===== config.mk =====
export PLATFORM = sky130hd
export DESIGN_NAME = ex1_stage_top
export DESIGN_NICKNAME = d
export VERILOG_FILES = /design/src/design/ex1_pkg.sv /design/src/design/ex1_op_if.sv /design/src/design/fwd_src_if.sv /design/src/design/ex1_stage_top.sv /design/src/design/ex1_out_reg.sv /design/src/design/ex1_lane.sv /design/src/design/ex1_capture.sv
export SDC_FILE = /design/constraint.sdc
export NUM_CORES = 2
export LEC_CHECK = 0
export ABC_AREA = 1
export BUFFER_PORTS_ARGS = -buffer_cell sky130_fd_sc_hd__buf_2
export CAP_MARGIN = 20
export CORE_AREA = 2 2 373 449
export DETAILED_ROUTE_END_ITERATION = 12
export DIE_AREA = 0 0 375 451
export PLACE_DENSITY_LB_ADDON = 0.15
export SETUP_SLACK_MARGIN = 0.3
export SYNTH_ARGS = -nofsm -noshare
export SYNTH_HDL_FRONTEND = slang
export SYNTH_SLANG_ARGS = --single-unit

===== constraint.sdc =====
create_clock -name clk -period 15.99 [get_ports clk]
set_input_delay 0.7995 -clock clk [delete_from_list [all_inputs] [get_ports clk]]
set_output_delay 0.7995 -clock clk [all_outputs]
set_load 0.01 [all_outputs]

===== src/design/ex1_pkg.sv =====
`default_nettype none

package ex1_pkg;

    typedef logic [31:0] word_t;
    typedef logic [4:0]  reg_idx_t;

    typedef enum logic {
        CLS_ALU = 1'b0,
        CLS_BR  = 1'b1
    } uop_cls_e;

    typedef enum logic [3:0] {
        ALU_ADD   = 4'd0,
        ALU_SUB   = 4'd1,
        ALU_SLT   = 4'd2,
        ALU_SLTU  = 4'd3,
        ALU_AND   = 4'd4,
        ALU_OR    = 4'd5,
        ALU_NOR   = 4'd6,
        ALU_XOR   = 4'd7,
        ALU_SLL   = 4'd8,
        ALU_SRL   = 4'd9,
        ALU_SRA   = 4'd10,
        ALU_PASSB = 4'd11
    } alu_op_e;

    typedef enum logic [3:0] {
        BR_EQ     = 4'd0,
        BR_NE     = 4'd1,
        BR_LT     = 4'd2,
        BR_GE     = 4'd3,
        BR_LTU    = 4'd4,
        BR_GEU    = 4'd5,
        BR_ALWAYS = 4'd6
    } br_cond_e;

    // same four bits, meaning depends on the class
    typedef union packed {
        alu_op_e  alu;
        br_cond_e br;
    } uop_func_u;

    typedef enum logic [1:0] {
        SRC1_RJ   = 2'd0,
        SRC1_PC   = 2'd1,
        SRC1_ZERO = 2'd2,
        SRC1_TID  = 2'd3
    } src1_sel_e;

    typedef enum logic [1:0] {
        SRC2_RK     = 2'd0,
        SRC2_IMM    = 2'd1,
        SRC2_CNT_LO = 2'd2,
        SRC2_CNT_HI = 2'd3
    } src2_sel_e;

    typedef struct packed {
        uop_cls_e  cls;
        src1_sel_e src1;
        src2_sel_e src2;
        uop_func_u func;
    } uop_t;

endpackage

`default_nettype wire

===== src/design/ex1_op_if.sv =====
`timescale 1ns/1ps
`default_nettype none

interface ex1_op_if;
    import ex1_pkg::*;

    logic        valid;
    uop_t        uop;
    word_t       pc;
    word_t       pc_predict;
    word_t       rj_data;
    word_t       rk_data;
    word_t       imm;
    reg_idx_t    rd;
    word_t       tid;
    logic [63:0] counter;

    modport src (
        output valid, uop, pc, pc_predict, rj_data, rk_data, imm, rd, tid, counter
    );

    modport dst (
        input valid, uop, pc, pc_predict, rj_data, rk_data, imm, rd, tid, counter
    );

endinterface

`default_nettype wire


===== src/design/fwd_src_if.sv =====
`timescale 1ns/1ps
`default_nettype none

interface fwd_src_if;
    import ex1_pkg::*;

    reg_idx_t rd0;
    reg_idx_t rd1;
    word_t    data0;
    word_t    data1;
    logic     valid0;
    logic     valid1;

    modport producer (
        output rd0, rd1, data0, data1, valid0, valid1
    );

    modport consumer (
        input rd0, rd1, data0, data1, valid0, valid1
    );

endinterface

`default_nettype wire


===== src/design/ex1_stage_top.sv =====
`timescale 1ns/1ps
`default_nettype none

module ex1_stage_top (
    input  logic              clk,
    input  logic              arst_n_i,
    input  logic              flush_i,
    input  logic              in_valid_i,
    output logic              in_ready_o,
    input  ex1_pkg::word_t    pc0_i,
    input  ex1_pkg::word_t    pc1_i,
    input  ex1_pkg::word_t    pc0_predict_i,
    input  ex1_pkg::word_t    pc1_predict_i,
    input  ex1_pkg::uop_t     uop0_i,
    input  ex1_pkg::uop_t     uop1_i,
    input  ex1_pkg::word_t    imm0_i,
    input  ex1_pkg::word_t    imm1_i,
    input  ex1_pkg::reg_idx_t rj0_i,
    input  ex1_pkg::reg_idx_t rk0_i,
    input  ex1_pkg::reg_idx_t rd0_i,
    input  ex1_pkg::reg_idx_t rj1_i,
    input  ex1_pkg::reg_idx_t rk1_i,
    input  ex1_pkg::reg_idx_t rd1_i,
    input  ex1_pkg::word_t    rj0_data_i,
    input  ex1_pkg::word_t    rk0_data_i,
    input  ex1_pkg::word_t    rj1_data_i,
    input  ex1_pkg::word_t    rk1_data_i,
    input  ex1_pkg::word_t    tid_i,
    input  logic [63:0]       stable_counter_i,
    input  ex1_pkg::reg_idx_t ex1_ex2_rd0_i,
    input  ex1_pkg::reg_idx_t ex1_ex2_rd1_i,
    input  ex1_pkg::word_t    ex1_ex2_data0_i,
    input  ex1_pkg::word_t    ex1_ex2_data1_i,
    input  logic              ex1_ex2_valid0_i,
    input  logic              ex1_ex2_valid1_i,
    input  ex1_pkg::reg_idx_t ex2_ex3_rd0_i,
    input  ex1_pkg::reg_idx_t ex2_ex3_rd1_i,
    input  ex1_pkg::word_t    ex2_ex3_data0_i,
    input  ex1_pkg::word_t    ex2_ex3_data1_i,
    input  logic              ex2_ex3_valid0_i,
    input  logic              ex2_ex3_valid1_i,
    input  ex1_pkg::reg_idx_t ex3_wb_rd0_i,
    input  ex1_pkg::reg_idx_t ex3_wb_rd1_i,
    input  ex1_pkg::word_t    ex3_wb_data0_i,
    input  ex1_pkg::word_t    ex3_wb_data1_i,
    input  logic              ex3_wb_valid0_i,
    input  logic              ex3_wb_valid1_i,
    output logic              out_valid_o,
    input  logic              out_ready_i,
    output ex1_pkg::word_t    result0_o,
    output ex1_pkg::word_t    result1_o,
    output ex1_pkg::reg_idx_t rd0_o,
    output ex1_pkg::reg_idx_t rd1_o,
    output logic              predict_fail0_o,
    output logic              predict_fail1_o,
    output ex1_pkg::word_t    redirect_pc0_o,
    output ex1_pkg::word_t    redirect_pc1_o
);
    import ex1_pkg::*;

    logic     advance;
    word_t    lane0_result;
    word_t    lane1_result;
    reg_idx_t lane0_rd;
    reg_idx_t lane1_rd;
    logic     lane0_pf;
    logic     lane1_pf;
    word_t    lane0_redirect;
    word_t    lane1_redirect;

    fwd_src_if fwd_e2();
    fwd_src_if fwd_e3();
    fwd_src_if fwd_wb();
    ex1_op_if  op0();
    ex1_op_if  op1();

    assign fwd_e2.rd0    = ex1_ex2_rd0_i;
    assign fwd_e2.rd1    = ex1_ex2_rd1_i;
    assign fwd_e2.data0  = ex1_ex2_data0_i;
    assign fwd_e2.data1  = ex1_ex2_data1_i;
    assign fwd_e2.valid0 = ex1_ex2_valid0_i;
    assign fwd_e2.valid1 = ex1_ex2_valid1_i;
    assign fwd_e3.rd0    = ex2_ex3_rd0_i;
    assign fwd_e3.rd1    = ex2_ex3_rd1_i;
    assign fwd_e3.data0  = ex2_ex3_data0_i;
    assign fwd_e3.data1  = ex2_ex3_data1_i;
    assign fwd_e3.valid0 = ex2_ex3_valid0_i;
    assign fwd_e3.valid1 = ex2_ex3_valid1_i;
    assign fwd_wb.rd0    = ex3_wb_rd0_i;
    assign fwd_wb.rd1    = ex3_wb_rd1_i;
    assign fwd_wb.data0  = ex3_wb_data0_i;
    assign fwd_wb.data1  = ex3_wb_data1_i;
    assign fwd_wb.valid0 = ex3_wb_valid0_i;
    assign fwd_wb.valid1 = ex3_wb_valid1_i;

    // port names match the top level one to one
    ex1_capture ex1_capture_i (
        .advance_i (advance),
        .*
    );

    ex1_lane ex1_lane0_i (
        .op             (op0),
        .result_o       (lane0_result),
        .rd_o           (lane0_rd),
        .predict_fail_o (lane0_pf),
        .redirect_pc_o  (lane0_redirect)
    );

    ex1_lane ex1_lane1_i (
        .op             (op1),
        .result_o       (lane1_result),
        .rd_o           (lane1_rd),
        .predict_fail_o (lane1_pf),
        .redirect_pc_o  (lane1_redirect)
    );

    ex1_out_reg ex1_out_reg_i (
        .clk             (clk),
        .arst_n_i        (arst_n_i),
        .flush_i         (flush_i),
        .in_valid_i      (op0.valid),
        .advance_o       (advance),
        .out_ready_i     (out_ready_i),
        .result0_i       (lane0_result),
        .result1_i       (lane1_result),
        .rd0_i           (lane0_rd),
        .rd1_i           (lane1_rd),
        .predict_fail0_i (lane0_pf),
        .predict_fail1_i (lane1_pf),
        .redirect_pc0_i  (lane0_redirect),
        .redirect_pc1_i  (lane1_redirect),
        .out_valid_o     (out_valid_o),
        .result0_o       (result0_o),
        .result1_o       (result1_o),
        .rd0_o           (rd0_o),
        .rd1_o           (rd1_o),
        .predict_fail0_o (predict_fail0_o),
        .predict_fail1_o (predict_fail1_o),
        .redirect_pc0_o  (redirect_pc0_o),
        .redirect_pc1_o  (redirect_pc1_o)
    );

endmodule

`default_nettype wire


===== src/design/ex1_out_reg.sv =====
`timescale 1ns/1ps
`default_nettype none

module ex1_out_reg (
    input  logic              clk,
    input  logic              arst_n_i,
    input  logic              flush_i,
    input  logic              in_valid_i,
    output logic              advance_o,
    input  logic              out_ready_i,
    input  ex1_pkg::word_t    result0_i,
    input  ex1_pkg::word_t    result1_i,
    input  ex1_pkg::reg_idx_t rd0_i,
    input  ex1_pkg::reg_idx_t rd1_i,
    input  logic              predict_fail0_i,
    input  logic              predict_fail1_i,
    input  ex1_pkg::word_t    redirect_pc0_i,
    input  ex1_pkg::word_t    redirect_pc1_i,
    output logic              out_valid_o,
    output ex1_pkg::word_t    result0_o,
    output ex1_pkg::word_t    result1_o,
    output ex1_pkg::reg_idx_t rd0_o,
    output ex1_pkg::reg_idx_t rd1_o,
    output logic              predict_fail0_o,
    output logic              predict_fail1_o,
    output ex1_pkg::word_t    redirect_pc0_o,
    output ex1_pkg::word_t    redirect_pc1_o
);
    logic out_valid_q;
    logic pf0_q;
    logic pf1_q;

    assign advance_o = !out_valid_q || out_ready_i;

    always_ff @(posedge clk or negedge arst_n_i) begin
        if (!arst_n_i) begin
            out_valid_q <= 1'b0;
        end else if (flush_i) begin
            out_valid_q <= 1'b0;
        end else if (advance_o) begin
            out_valid_q <= in_valid_i;
        end
    end

    always_ff @(posedge clk) begin
        if (advance_o && in_valid_i) begin
            result0_o      <= result0_i;
            result1_o      <= result1_i;
            rd0_o          <= rd0_i;
            rd1_o          <= rd1_i;
            pf0_q          <= predict_fail0_i;
            pf1_q          <= predict_fail1_i;
            redirect_pc0_o <= redirect_pc0_i;
            redirect_pc1_o <= redirect_pc1_i;
        end
    end

    assign out_valid_o     = out_valid_q;
    assign predict_fail0_o = out_valid_q && pf0_q;
    assign predict_fail1_o = out_valid_q && pf1_q;

endmodule

`default_nettype wire


===== src/design/ex1_lane.sv =====
`timescale 1ns/1ps
`default_nettype none

module ex1_lane (
    ex1_op_if.dst             op,
    output ex1_pkg::word_t    result_o,
    output ex1_pkg::reg_idx_t rd_o,
    output logic              predict_fail_o,
    output ex1_pkg::word_t    redirect_pc_o
);
    import ex1_pkg::*;

    word_t      op_a;
    word_t      op_b;
    word_t      alu_y;
    word_t      pc_seq;
    word_t      br_target;
    logic [4:0] shamt;
    logic       is_br;
    logic       taken;

    always_comb begin
        case (op.uop.src1)
            SRC1_RJ:   op_a = op.rj_data;
            SRC1_PC:   op_a = op.pc;
            SRC1_ZERO: op_a = '0;
            default:   op_a = op.tid;
        endcase
    end

    always_comb begin
        case (op.uop.src2)
            SRC2_RK:     op_b = op.rk_data;
            SRC2_IMM:    op_b = op.imm;
            SRC2_CNT_LO: op_b = op.counter[31:0];
            default:     op_b = op.counter[63:32];
        endcase
    end

    assign shamt = op_b[4:0];

    always_comb begin
        case (op.uop.func.alu)
            ALU_ADD:   alu_y = op_a + op_b;
            ALU_SUB:   alu_y = op_a - op_b;
            ALU_SLT:   alu_y = word_t'($signed(op_a) < $signed(op_b));
            ALU_SLTU:  alu_y = word_t'(op_a < op_b);
            ALU_AND:   alu_y = op_a & op_b;
            ALU_OR:    alu_y = op_a | op_b;
            ALU_NOR:   alu_y = ~(op_a | op_b);
            ALU_XOR:   alu_y = op_a ^ op_b;
            ALU_SLL:   alu_y = op_a << shamt;
            ALU_SRL:   alu_y = op_a >> shamt;
            ALU_SRA:   alu_y = $signed(op_a) >>> shamt;
            ALU_PASSB: alu_y = op_b;
            default:   alu_y = '0;
        endcase
    end

    // compare always on the resolved register data
    always_comb begin
        case (op.uop.func.br)
            BR_EQ:     taken = op.rj_data == op.rk_data;
            BR_NE:     taken = op.rj_data != op.rk_data;
            BR_LT:     taken = $signed(op.rj_data) < $signed(op.rk_data);
            BR_GE:     taken = $signed(op.rj_data) >= $signed(op.rk_data);
            BR_LTU:    taken = op.rj_data < op.rk_data;
            BR_GEU:    taken = op.rj_data >= op.rk_data;
            BR_ALWAYS: taken = 1'b1;
            default:   taken = 1'b0;
        endcase
    end

    assign is_br     = op.uop.cls == CLS_BR;
    assign pc_seq    = op.pc + 32'd4;
    assign br_target = op.pc + op.imm;

    // branches write the link address
    assign result_o      = is_br ? pc_seq : alu_y;
    assign rd_o          = op.rd;
    assign redirect_pc_o = (is_br && taken) ? br_target : pc_seq;
    // an empty lane never flags a mispredict
    assign predict_fail_o = op.valid && (redirect_pc_o != op.pc_predict);

endmodule

`default_nettype wire


===== src/design/ex1_capture.sv =====
`timescale 1ns/1ps
`default_nettype none

module ex1_capture (
    input  logic              clk,
    input  logic              arst_n_i,
    input  logic              flush_i,
    input  logic              in_valid_i,
    output logic              in_ready_o,
    input  logic              advance_i,
    input  ex1_pkg::word_t    pc0_i,
    input  ex1_pkg::word_t    pc1_i,
    input  ex1_pkg::word_t    pc0_predict_i,
    input  ex1_pkg::word_t    pc1_predict_i,
    input  ex1_pkg::uop_t     uop0_i,
    input  ex1_pkg::uop_t     uop1_i,
    input  ex1_pkg::word_t    imm0_i,
    input  ex1_pkg::word_t    imm1_i,
    input  ex1_pkg::reg_idx_t rj0_i,
    input  ex1_pkg::reg_idx_t rk0_i,
    input  ex1_pkg::reg_idx_t rd0_i,
    input  ex1_pkg::reg_idx_t rj1_i,
    input  ex1_pkg::reg_idx_t rk1_i,
    input  ex1_pkg::reg_idx_t rd1_i,
    input  ex1_pkg::word_t    rj0_data_i,
    input  ex1_pkg::word_t    rk0_data_i,
    input  ex1_pkg::word_t    rj1_data_i,
    input  ex1_pkg::word_t    rk1_data_i,
    input  ex1_pkg::word_t    tid_i,
    input  logic [63:0]       stable_counter_i,
    fwd_src_if.consumer       fwd_e2,
    fwd_src_if.consumer       fwd_e3,
    fwd_src_if.consumer       fwd_wb,
    ex1_op_if.src             op0,
    ex1_op_if.src             op1
);
    import ex1_pkg::*;

    logic           cap_valid_q;
    logic           accept;
    reg_idx_t [5:0] fwd_rd;
    word_t [5:0]    fwd_data;
    logic [5:0]     fwd_vld;
    word_t          rj0_fwd;
    word_t          rk0_fwd;
    word_t          rj1_fwd;
    word_t          rk1_fwd;

    // slot 0 is the youngest producer: e2 lane 1, then e2 lane 0, e3 ..., wb lane 0
    function automatic word_t resolve(input reg_idx_t idx, input word_t rf_data,
                                      input reg_idx_t [5:0] rd_v, input word_t [5:0] data_v,
                                      input logic [5:0] vld_v);
        word_t res;
        res = rf_data;
        // walk from oldest so the youngest hit is left standing
        for (int i = 5; i >= 0; i--) begin
            if (idx != '0 && vld_v[i] && rd_v[i] == idx) begin
                res = data_v[i];
            end
        end
        return res;
    endfunction

    assign fwd_rd   = {fwd_wb.rd0, fwd_wb.rd1, fwd_e3.rd0, fwd_e3.rd1, fwd_e2.rd0, fwd_e2.rd1};
    assign fwd_data = {fwd_wb.data0, fwd_wb.data1, fwd_e3.data0, fwd_e3.data1,
                       fwd_e2.data0, fwd_e2.data1};
    assign fwd_vld  = {fwd_wb.valid0, fwd_wb.valid1, fwd_e3.valid0, fwd_e3.valid1,
                       fwd_e2.valid0, fwd_e2.valid1};

    assign rj0_fwd = resolve(rj0_i, rj0_data_i, fwd_rd, fwd_data, fwd_vld);
    assign rk0_fwd = resolve(rk0_i, rk0_data_i, fwd_rd, fwd_data, fwd_vld);
    assign rj1_fwd = resolve(rj1_i, rj1_data_i, fwd_rd, fwd_data, fwd_vld);
    assign rk1_fwd = resolve(rk1_i, rk1_data_i, fwd_rd, fwd_data, fwd_vld);

    // free slot, or the held bundle leaves this cycle
    assign in_ready_o = !cap_valid_q || advance_i;
    assign accept     = in_valid_i && in_ready_o;

    always_ff @(posedge clk or negedge arst_n_i) begin
        if (!arst_n_i) begin
            cap_valid_q <= 1'b0;
        end else if (flush_i) begin
            cap_valid_q <= 1'b0;
        end else if (in_ready_o) begin
            cap_valid_q <= in_valid_i;
        end
    end

    always_ff @(posedge clk) begin
        if (accept) begin
            op0.uop        <= uop0_i;
            op0.pc         <= pc0_i;
            op0.pc_predict <= pc0_predict_i;
            op0.rj_data    <= rj0_fwd;
            op0.rk_data    <= rk0_fwd;
            op0.imm        <= imm0_i;
            op0.rd         <= rd0_i;
            op0.tid        <= tid_i;
            op0.counter    <= stable_counter_i;
            op1.uop        <= uop1_i;
            op1.pc         <= pc1_i;
            op1.pc_predict <= pc1_predict_i;
            op1.rj_data    <= rj1_fwd;
            op1.rk_data    <= rk1_fwd;
            op1.imm        <= imm1_i;
            op1.rd         <= rd1_i;
            op1.tid        <= tid_i;
            op1.counter    <= stable_counter_i;
        end
    end

    assign op0.valid = cap_valid_q;
    assign op1.valid = cap_valid_q;

endmodule

`default_nettype wire


Word level (Yosys, flattened, before mapping)
Index checks and enable logic that the tools add are counted.
Word-level totals
  flip-flop bits (word level): 586
  logic and storage cells: 238
Operators by class
  add/sub/neg operators: 8
  $lt $le $gt $ge: 12
  equal/unequal tests: 60
  shift-type cells: 6
  muxes and demuxes: 40
  bitwise gates (word level): 8
  reductions and logical operators: 72
Operators by type and width (count)
  32-bit two-way mux: 28
  32-bit one-hot mux with 12 select lines: 2
  32-bit one-hot mux with 3 select lines: 4
  32-bit < comparator: 8
  32-bit adder: 4
  32-bit >= comparator: 4
  32-bit != test: 4
  5-bit equality test: 24
  32-bit by 3-bit adder with 32-bit output (second input constant): 2
  32-bit bitwise AND: 2
  32-bit equality test: 2
  32-bit inverter: 2
  32-bit bitwise OR: 2
  32-bit by 5-bit << shifter with 32-bit output: 2
  32-bit by 5-bit right shift with 32-bit output: 2
  32-bit by 5-bit >>> shifter with 32-bit output: 2
  32-bit subtractor: 2
  32-bit bitwise XOR: 2
  1-bit logical AND: 56
  4-bit by 3-bit equality test with 1-bit output (second input constant): 8
  4-bit equality test (second input constant): 8
  5-bit nonzero test: 4
  4-bit by 2-bit equality test with 1-bit output (second input constant): 4
  1-bit one-hot mux with 7 select lines: 2
  9 further kinds: 26

Depth between registers and ports, before layout
  depth after elaboration: 9
  depth in mapped cells: 29
  mapped depth without buffers: 28

Hierarchy
A second synthesis with hierarchy kept.
Second synthesis, totals
  cells, all modules: 9680
  area total of the unflattened synthesis: 62162.1 um^2
By module, submodules not included
  ex1_lane: times used 2, cells each 2993, area each 15308.4 um^2, sequential area each 0.0 um^2
  ex1_capture: times used 1, cells each 3542, area each 27269.9 um^2, sequential area each 13357.8 um^2
  ex1_out_reg: times used 1, cells each 152, area each 4275.4 um^2, sequential area each 4229.1 um^2

Worst setup path before layout
Ideal clock, no wire load.
  path kind: input-to-reg
  start: in out_ready_i
  end: reg ex1_capture_i.op0.counter[0], enable pin
  library setup time: 0.793 ns
  arrival: 9.638 ns
  required time: 15.197 ns
  setup slack: 5.558 ns
  cell stages on the path: 4
  path buffers: 0
  path through: inv_1 -> nand3_1 -> nand2_1 -> inv_1
Between the ends
  word-level cells in the longest chain between the ends: 3
Ends and longest elaborated chain
  start, declared: RTL line ex1_stage_top.sv:49  | input logic out_ready_i,
  1-bit logical OR: RTL line ex1_out_reg.sv:33  | assign advance_o = !out_valid_q || out_ready_i;
  1-bit logical OR: RTL line ex1_capture.sv:76  | assign in_ready_o = !cap_valid_q || advance_i;
  named net in_ready_o: RTL line ex1_stage_top.sv:9  | output logic in_ready_o,
  1-bit logical AND: RTL line ex1_capture.sv:77  | assign accept = in_valid_i && in_ready_o;
  named net ex1_capture_i.accept: RTL line ex1_capture.sv:40  | logic accept;
  end, declared: RTL line ex1_op_if.sv:19  | output valid, uop, pc, pc_predict, rj_data, rk_data, imm, rd, tid, counter
The timed path passes the listed nets, and every way through them passes these cells.
A chain may end at the register's enable or synchronous reset.

Worst setup path in the final report
  start: reg, netlist name ex1_capture_i.op0.uop[4]
  end: reg ex1_out_reg_i.result0_o[0] (data pin)
Between the ends
  word-level cells in the longest chain between the ends: 6
  elaborated cells on any way between the ends: 17
Ends and longest elaborated chain
  2-bit equality test (tied with other cells): RTL line ex1_lane.sv:32  | case (op.uop.src2)
  32-bit one-hot mux with 3 select lines (*): RTL line ex1_lane.sv:32
  parallel branches: the longest is 2 deep, another holds 32-bit subtractor
  32-bit one-hot mux with 12 select lines (*): RTL line ex1_lane.sv:43  | case (op.uop.func.alu)
  32-bit two-way mux (*): RTL line ex1_lane.sv:79  | assign result_o = is_br ? pc_seq : alu_y;
  named net ex1_lane0_i.result_o[0]: RTL line ex1_lane.sv:6  | output ex1_pkg::word_t result_o,
  end signal, assigned: RTL line ex1_out_reg.sv:47  | result0_o <= result0_i;
  end, declared: RTL line ex1_out_reg.sv:20  | output ex1_pkg::word_t result0_o,
Mark *: on every way through the listed nets, which the timed path passes.

==> Implementation_results.wiki <==
{| class="wikitable"
! Metric !! Value
|-
| Share of layout cells above drive strength 1 || 13.7%
|-
| Number of antenna violations at the first check in global routing || 96
|-
| Pleak || slightly below 30 nW
|-
| Shortest period the worst path allows || ~6.7 ns
|-
| Buffers inserted by post-CTS timing repair || 0
|-
| Number of standard cells in the layout, taps in and fillers out || about 11000
|-
| Top-level I/O count || ~840
|-
| RSZ-0062 raised after global routing || false
|-
| Worst endpoint data arrival time || 7.14 ns
|-
| Layout Area Growth over Synthesis || 15.7%
|-
| Starting Density || a little over a third
|-
| First-pass DRT Iterations || 6
|-
| Number of DRC markers in iteration 0 || roughly 7800
|-
| Count of synthesis-stage warnings from yosys || 0
|-
| Post-synthesis average cell area || between 6 and 7 um^2
|-
| Final nets || 10100
|-
| Source-to-sink clock delay at the later pin of the worst-skew pair || 0.71 ns
|-
| Count of placed standard cells including taps || approximately 11000
|-
| Max Slew Vio Count || 0
|-
| Final hold violations || 0
|-
| DRC Markers || 0
|-
| Number of buffers created by CTS || just over 70
|-
| Pin count of the biggest net entering global routing || 150
|-
| Required time of the worst setup path || ~16 ns
|-
| Top achievable clock speed || around 0.15 GHz
|-
| Async SR Flop Fraction || less than 1%
|-
| Dominant cell type by area after synthesis || sky130_fd_sc_hd__edfxtp_1
|-
| Max Clock Skew || between 0.05 and 0.06 ns
|-
| Clock net sink count || ~590
|-
| Standard cell core area || 165000 um^2
|-
| Outcome || complete, no violations
|-
| Startpoint type of the worst setup path || register
|-
| Die Width || roughly 380 um
|-
| Leading register cell type out of synthesis || sky130_fd_sc_hd__edfxtp_1
|-
| Worst min-delay path class || primary input to register
|-
| Clock slew seen by the registers of the worst setup and hold paths || ~0.070 ns
|-
| Flops & latches, synth || 586
|-
| Aggregate negative setup slack || 0 ns
|-
| Maximum level of the CTS H-tree || 3
|-
| CTS tree || built
|-
| HPWL after detailed placement || 302 mm
|-
| Num rows || roughly 160
|-
| Weighted congestion at the end of routability-driven global placement || between 1 and 1.5
|-
| Pwr Total || approximately 6.1 mW
|-
| Netlist Area Pre-Place || 57400 um^2
|-
| Die height || about 450 um
|-
| Wire length reported by the detailed router || around 360 mm
|-
| Measured slew at the worst slew-check pin || ~1.4 ns
|-
| Number of global-route vias before repair || 61800
|-
| Post-DR vias/cell || slightly below 6
|-
| Seq/Total Area, Yosys || between 30% and 40%
|-
| Count of vias placed by the detailed router || 66100
|-
| Capturing element type of the critical path || register
|-
| Largest cells by area after synthesis || sky130_fd_sc_hd__edfxtp_1 31%, sky130_fd_sc_hd__nand2_1 13%, sky130_fd_sc_hd__o21ai_0 8.7%, sky130_fd_sc_hd__ha_1 7.0%, sky130_fd_sc_hd__inv_1 6.8%
|-
| Average wire per standard cell || ~32 um
|-
| CTS Root Buffer Type || sky130_fd_sc_hd__clkbuf_16
|-
| Setup-failing EPs final || 0
|-
| IO buf count || 838
|-
| Max-cap violations || 0
|-
| Power density cells || ~92 nW/um^2
|-
| Syn_nets || 9474
|-
| Wire length of the first global-routing pass || between 400 and 500 mm
|-
| GRT Resource Usage Total || 40.8%
|-
| Yosys top cell area share || just over 30%
|-
| Maximum fanout along the worst path || 59
|-
| Die area || 169000 um^2
|-
| Clock Path Buffers || 3
|-
| Number of distinct library cell variants in the gate-level netlist after synthesis || between 70 and 80
|-
| Headroom to the max-slew limit || around 6.6%
|-
| Gate count after technology mapping || 8449
|-
| Type of the worst setup path || register to register
|-
| Count of flip-flops with a built-in enable after synthesis || 584
|-
| Final cycle utilization of the critical path || a little over two fifths
|-
| GR Overflow Total || 0
|-
| Antenna Nets Post-Route || 0
|-
| Max VDD drop || ~78 uV
|}
[worst max-delay path, cell delays in order (launching register included)]
cell and delay [ns]:
sky130_fd_sc_hd__edfxtp_1 0.98, sky130_fd_sc_hd__inv_2 0.06, sky130_fd_sc_hd__nor2_2 0.50, sky130_fd_sc_hd__buf_6 0.26
sky130_fd_sc_hd__nand2_1 0.07, sky130_fd_sc_hd__nand3_1 0.16, sky130_fd_sc_hd__o21bai_4 0.15, sky130_fd_sc_hd__buf_4 0.51
sky130_fd_sc_hd__inv_2 0.37, sky130_fd_sc_hd__ha_1 0.55, sky130_fd_sc_hd__nand3_1 0.14, sky130_fd_sc_hd__nand2_1 0.09
sky130_fd_sc_hd__nand2_1 0.07, sky130_fd_sc_hd__a21oi_1 0.28, sky130_fd_sc_hd__a21oi_1 0.14, sky130_fd_sc_hd__o21ai_0 0.44
sky130_fd_sc_hd__nand3_1 0.29, sky130_fd_sc_hd__o21ai_0 0.57, sky130_fd_sc_hd__nand2_1 0.16, sky130_fd_sc_hd__nor2_1 0.17
sky130_fd_sc_hd__o21ai_0 0.11, sky130_fd_sc_hd__nand3_1 0.09, sky130_fd_sc_hd__nand4_1 0.08, sky130_fd_sc_hd__nand2_1 0.07
sky130_fd_sc_hd__o21ai_0 0.08
[state kept, by name (all words and copies together) (netlist names), 5 cells and up]
name / flops
ex1_out_reg_i.redirect_pc1_o: 32
ex1_capture_i.op0.pc_predict: 32
ex1_capture_i.op1.rk_data: 32
ex1_out_reg_i.rd1_o: 5
ex1_out_reg_i.result1_o: 32
ex1_capture_i.op0.rk_data: 32
ex1_capture_i.op1.pc_predict: 32
ex1_out_reg_i.rd0_o: 5
ex1_out_reg_i.redirect_pc0_o: 32
ex1_capture_i.op1.uop: 9
ex1_capture_i.op0.rd: 5
ex1_capture_i.op0.rj_data: 32
ex1_capture_i.op0.tid: 32
ex1_capture_i.op0.pc: 32
ex1_out_reg_i.result0_o: 32
ex1_capture_i.op0.counter: 64
ex1_capture_i.op0.uop: 9
ex1_capture_i.op1.pc: 32
ex1_capture_i.op1.imm: 32
ex1_capture_i.op1.rd: 5
ex1_capture_i.op0.imm: 32
ex1_capture_i.op1.rj_data: 32
[placed cells by master (no fill, tap or decap), drive strengths merged, types with 21 or more instances in the layout]
master / count
o2111ai: 26
o211ai: 234
or2: 24
xor2: 85
a21oi: 499
nand3b: 41
edfxtp: 584
a211oi: 21
nand2: 2065
buf: 997
nand3: 431
o221ai: 24
nor4: 38
diode: 40
nor2: 622
inv: 1093
ha: 322
o21ai: 1232
a221oi: 78
a31oi: 44
clkinv: 39
o22ai: 206
xnor2: 43
nand4: 91
nor3: 62
clkbuf: 78
[per-stage QoR]
stage / area, um^2 / setup WS [ns] / hold slack, ns / util, %
finish: 66400 / 9.27 / 0.257 / 40.2
CTS: 66200 / 9.24 / 0.213 / 40.1
global route: 66300 / 8.92 / 0.232 / 40.1
global placement: 63700 / 9.37 / 0.401 / 38.6
floorplan: 57400 / 5.56 / 0.400 / -
detailed placement: 63800 / 9.26 / 0.405 / 38.6
[layer usage]
metal | vias up | track usage (%) | routed length, um
li1 | 30300 | - | -
met1 | 31200 | 46.5 | 132000
met2 | 3592 | 66.2 | 163000
met3 | 928 | 7.74 | 27700
met4 | 70 | 34.1 | 35800
met5 | - | 0 | 441
[logic make-up after synthesis]
family | synth area share, %
AO/OA/AOI/OAI | 25.0
XOR/XNOR | 1.95
adder cells (fa/ha/maj) | 7.23
buffers and inverters | 10.4
flip-flops | 30.7
multiplexers | 0.157
AND/OR/NAND/NOR | 24.6
[final timing paths]
path / startpoint / to / slack, ns / cells past startpoint
max: ex1_capture_i.op0.uop[4] / ex1_out_reg_i.result0_o[0] / 9.27 / 24
max reg2reg: ex1_capture_i.op0.uop[4] / ex1_out_reg_i.result0_o[0] / 9.27 / 24
min: uop1_i[8] / ex1_capture_i.op1.uop[8] / 0.26 / 1
min in group asynchronous: arst_n_i / ex1_out_reg_i.out_valid_o / 0.47 / 2
min reg2reg: ex1_capture_i.op1.rd[1] / ex1_out_reg_i.rd1_o[1] / 0.42 / 0
max in group asynchronous: arst_n_i / ex1_capture_i.op0.valid / 15.38 / 2
[synth_stat cells (all sizes together) (43+ instances only)]
library cell / instances
nand2: 2065
o21ai: 1232
inv: 1087
nor2: 622
edfxtp: 584
a21oi: 499
nand3: 431
ha: 322
clkbuf: 291
o211ai: 234
o22ai: 206
buf: 146
nand4: 91
xor2: 85
a221oi: 78
nor3: 62
a31oi: 44
xnor2: 43
[cell type report]
cell class	instances	area [um^2]
Inverter	1096	4130
Antenna cell	40	100
Tap cell	2158	2700
Timing Repair Buffer	999	5450
Clock buffer	77	1800
Multi-Input combinational cell	6330	34000
Fill cell	17700	98800
Clock inverter	53	663
Sequential cell	586	17600
[timing repair]
item                                   in CTS  in global routing
hold buffers                                1                  0
setup endpoints to repair                   0                  0
gates resized for setup                     0                  0
endpoints found under the hold margin       2                  0
[power breakdown]
| group | switching, mW | internal [mW] | total, mW |
|---|---|---|---|
| clock network | 0.755 | 0.982 | 1.74 |
| registers | 0.176 | 1.83 | 2.01 |
| logic | 1.67 | 0.661 | 2.33 |
(Power assumes the default switching activity.)
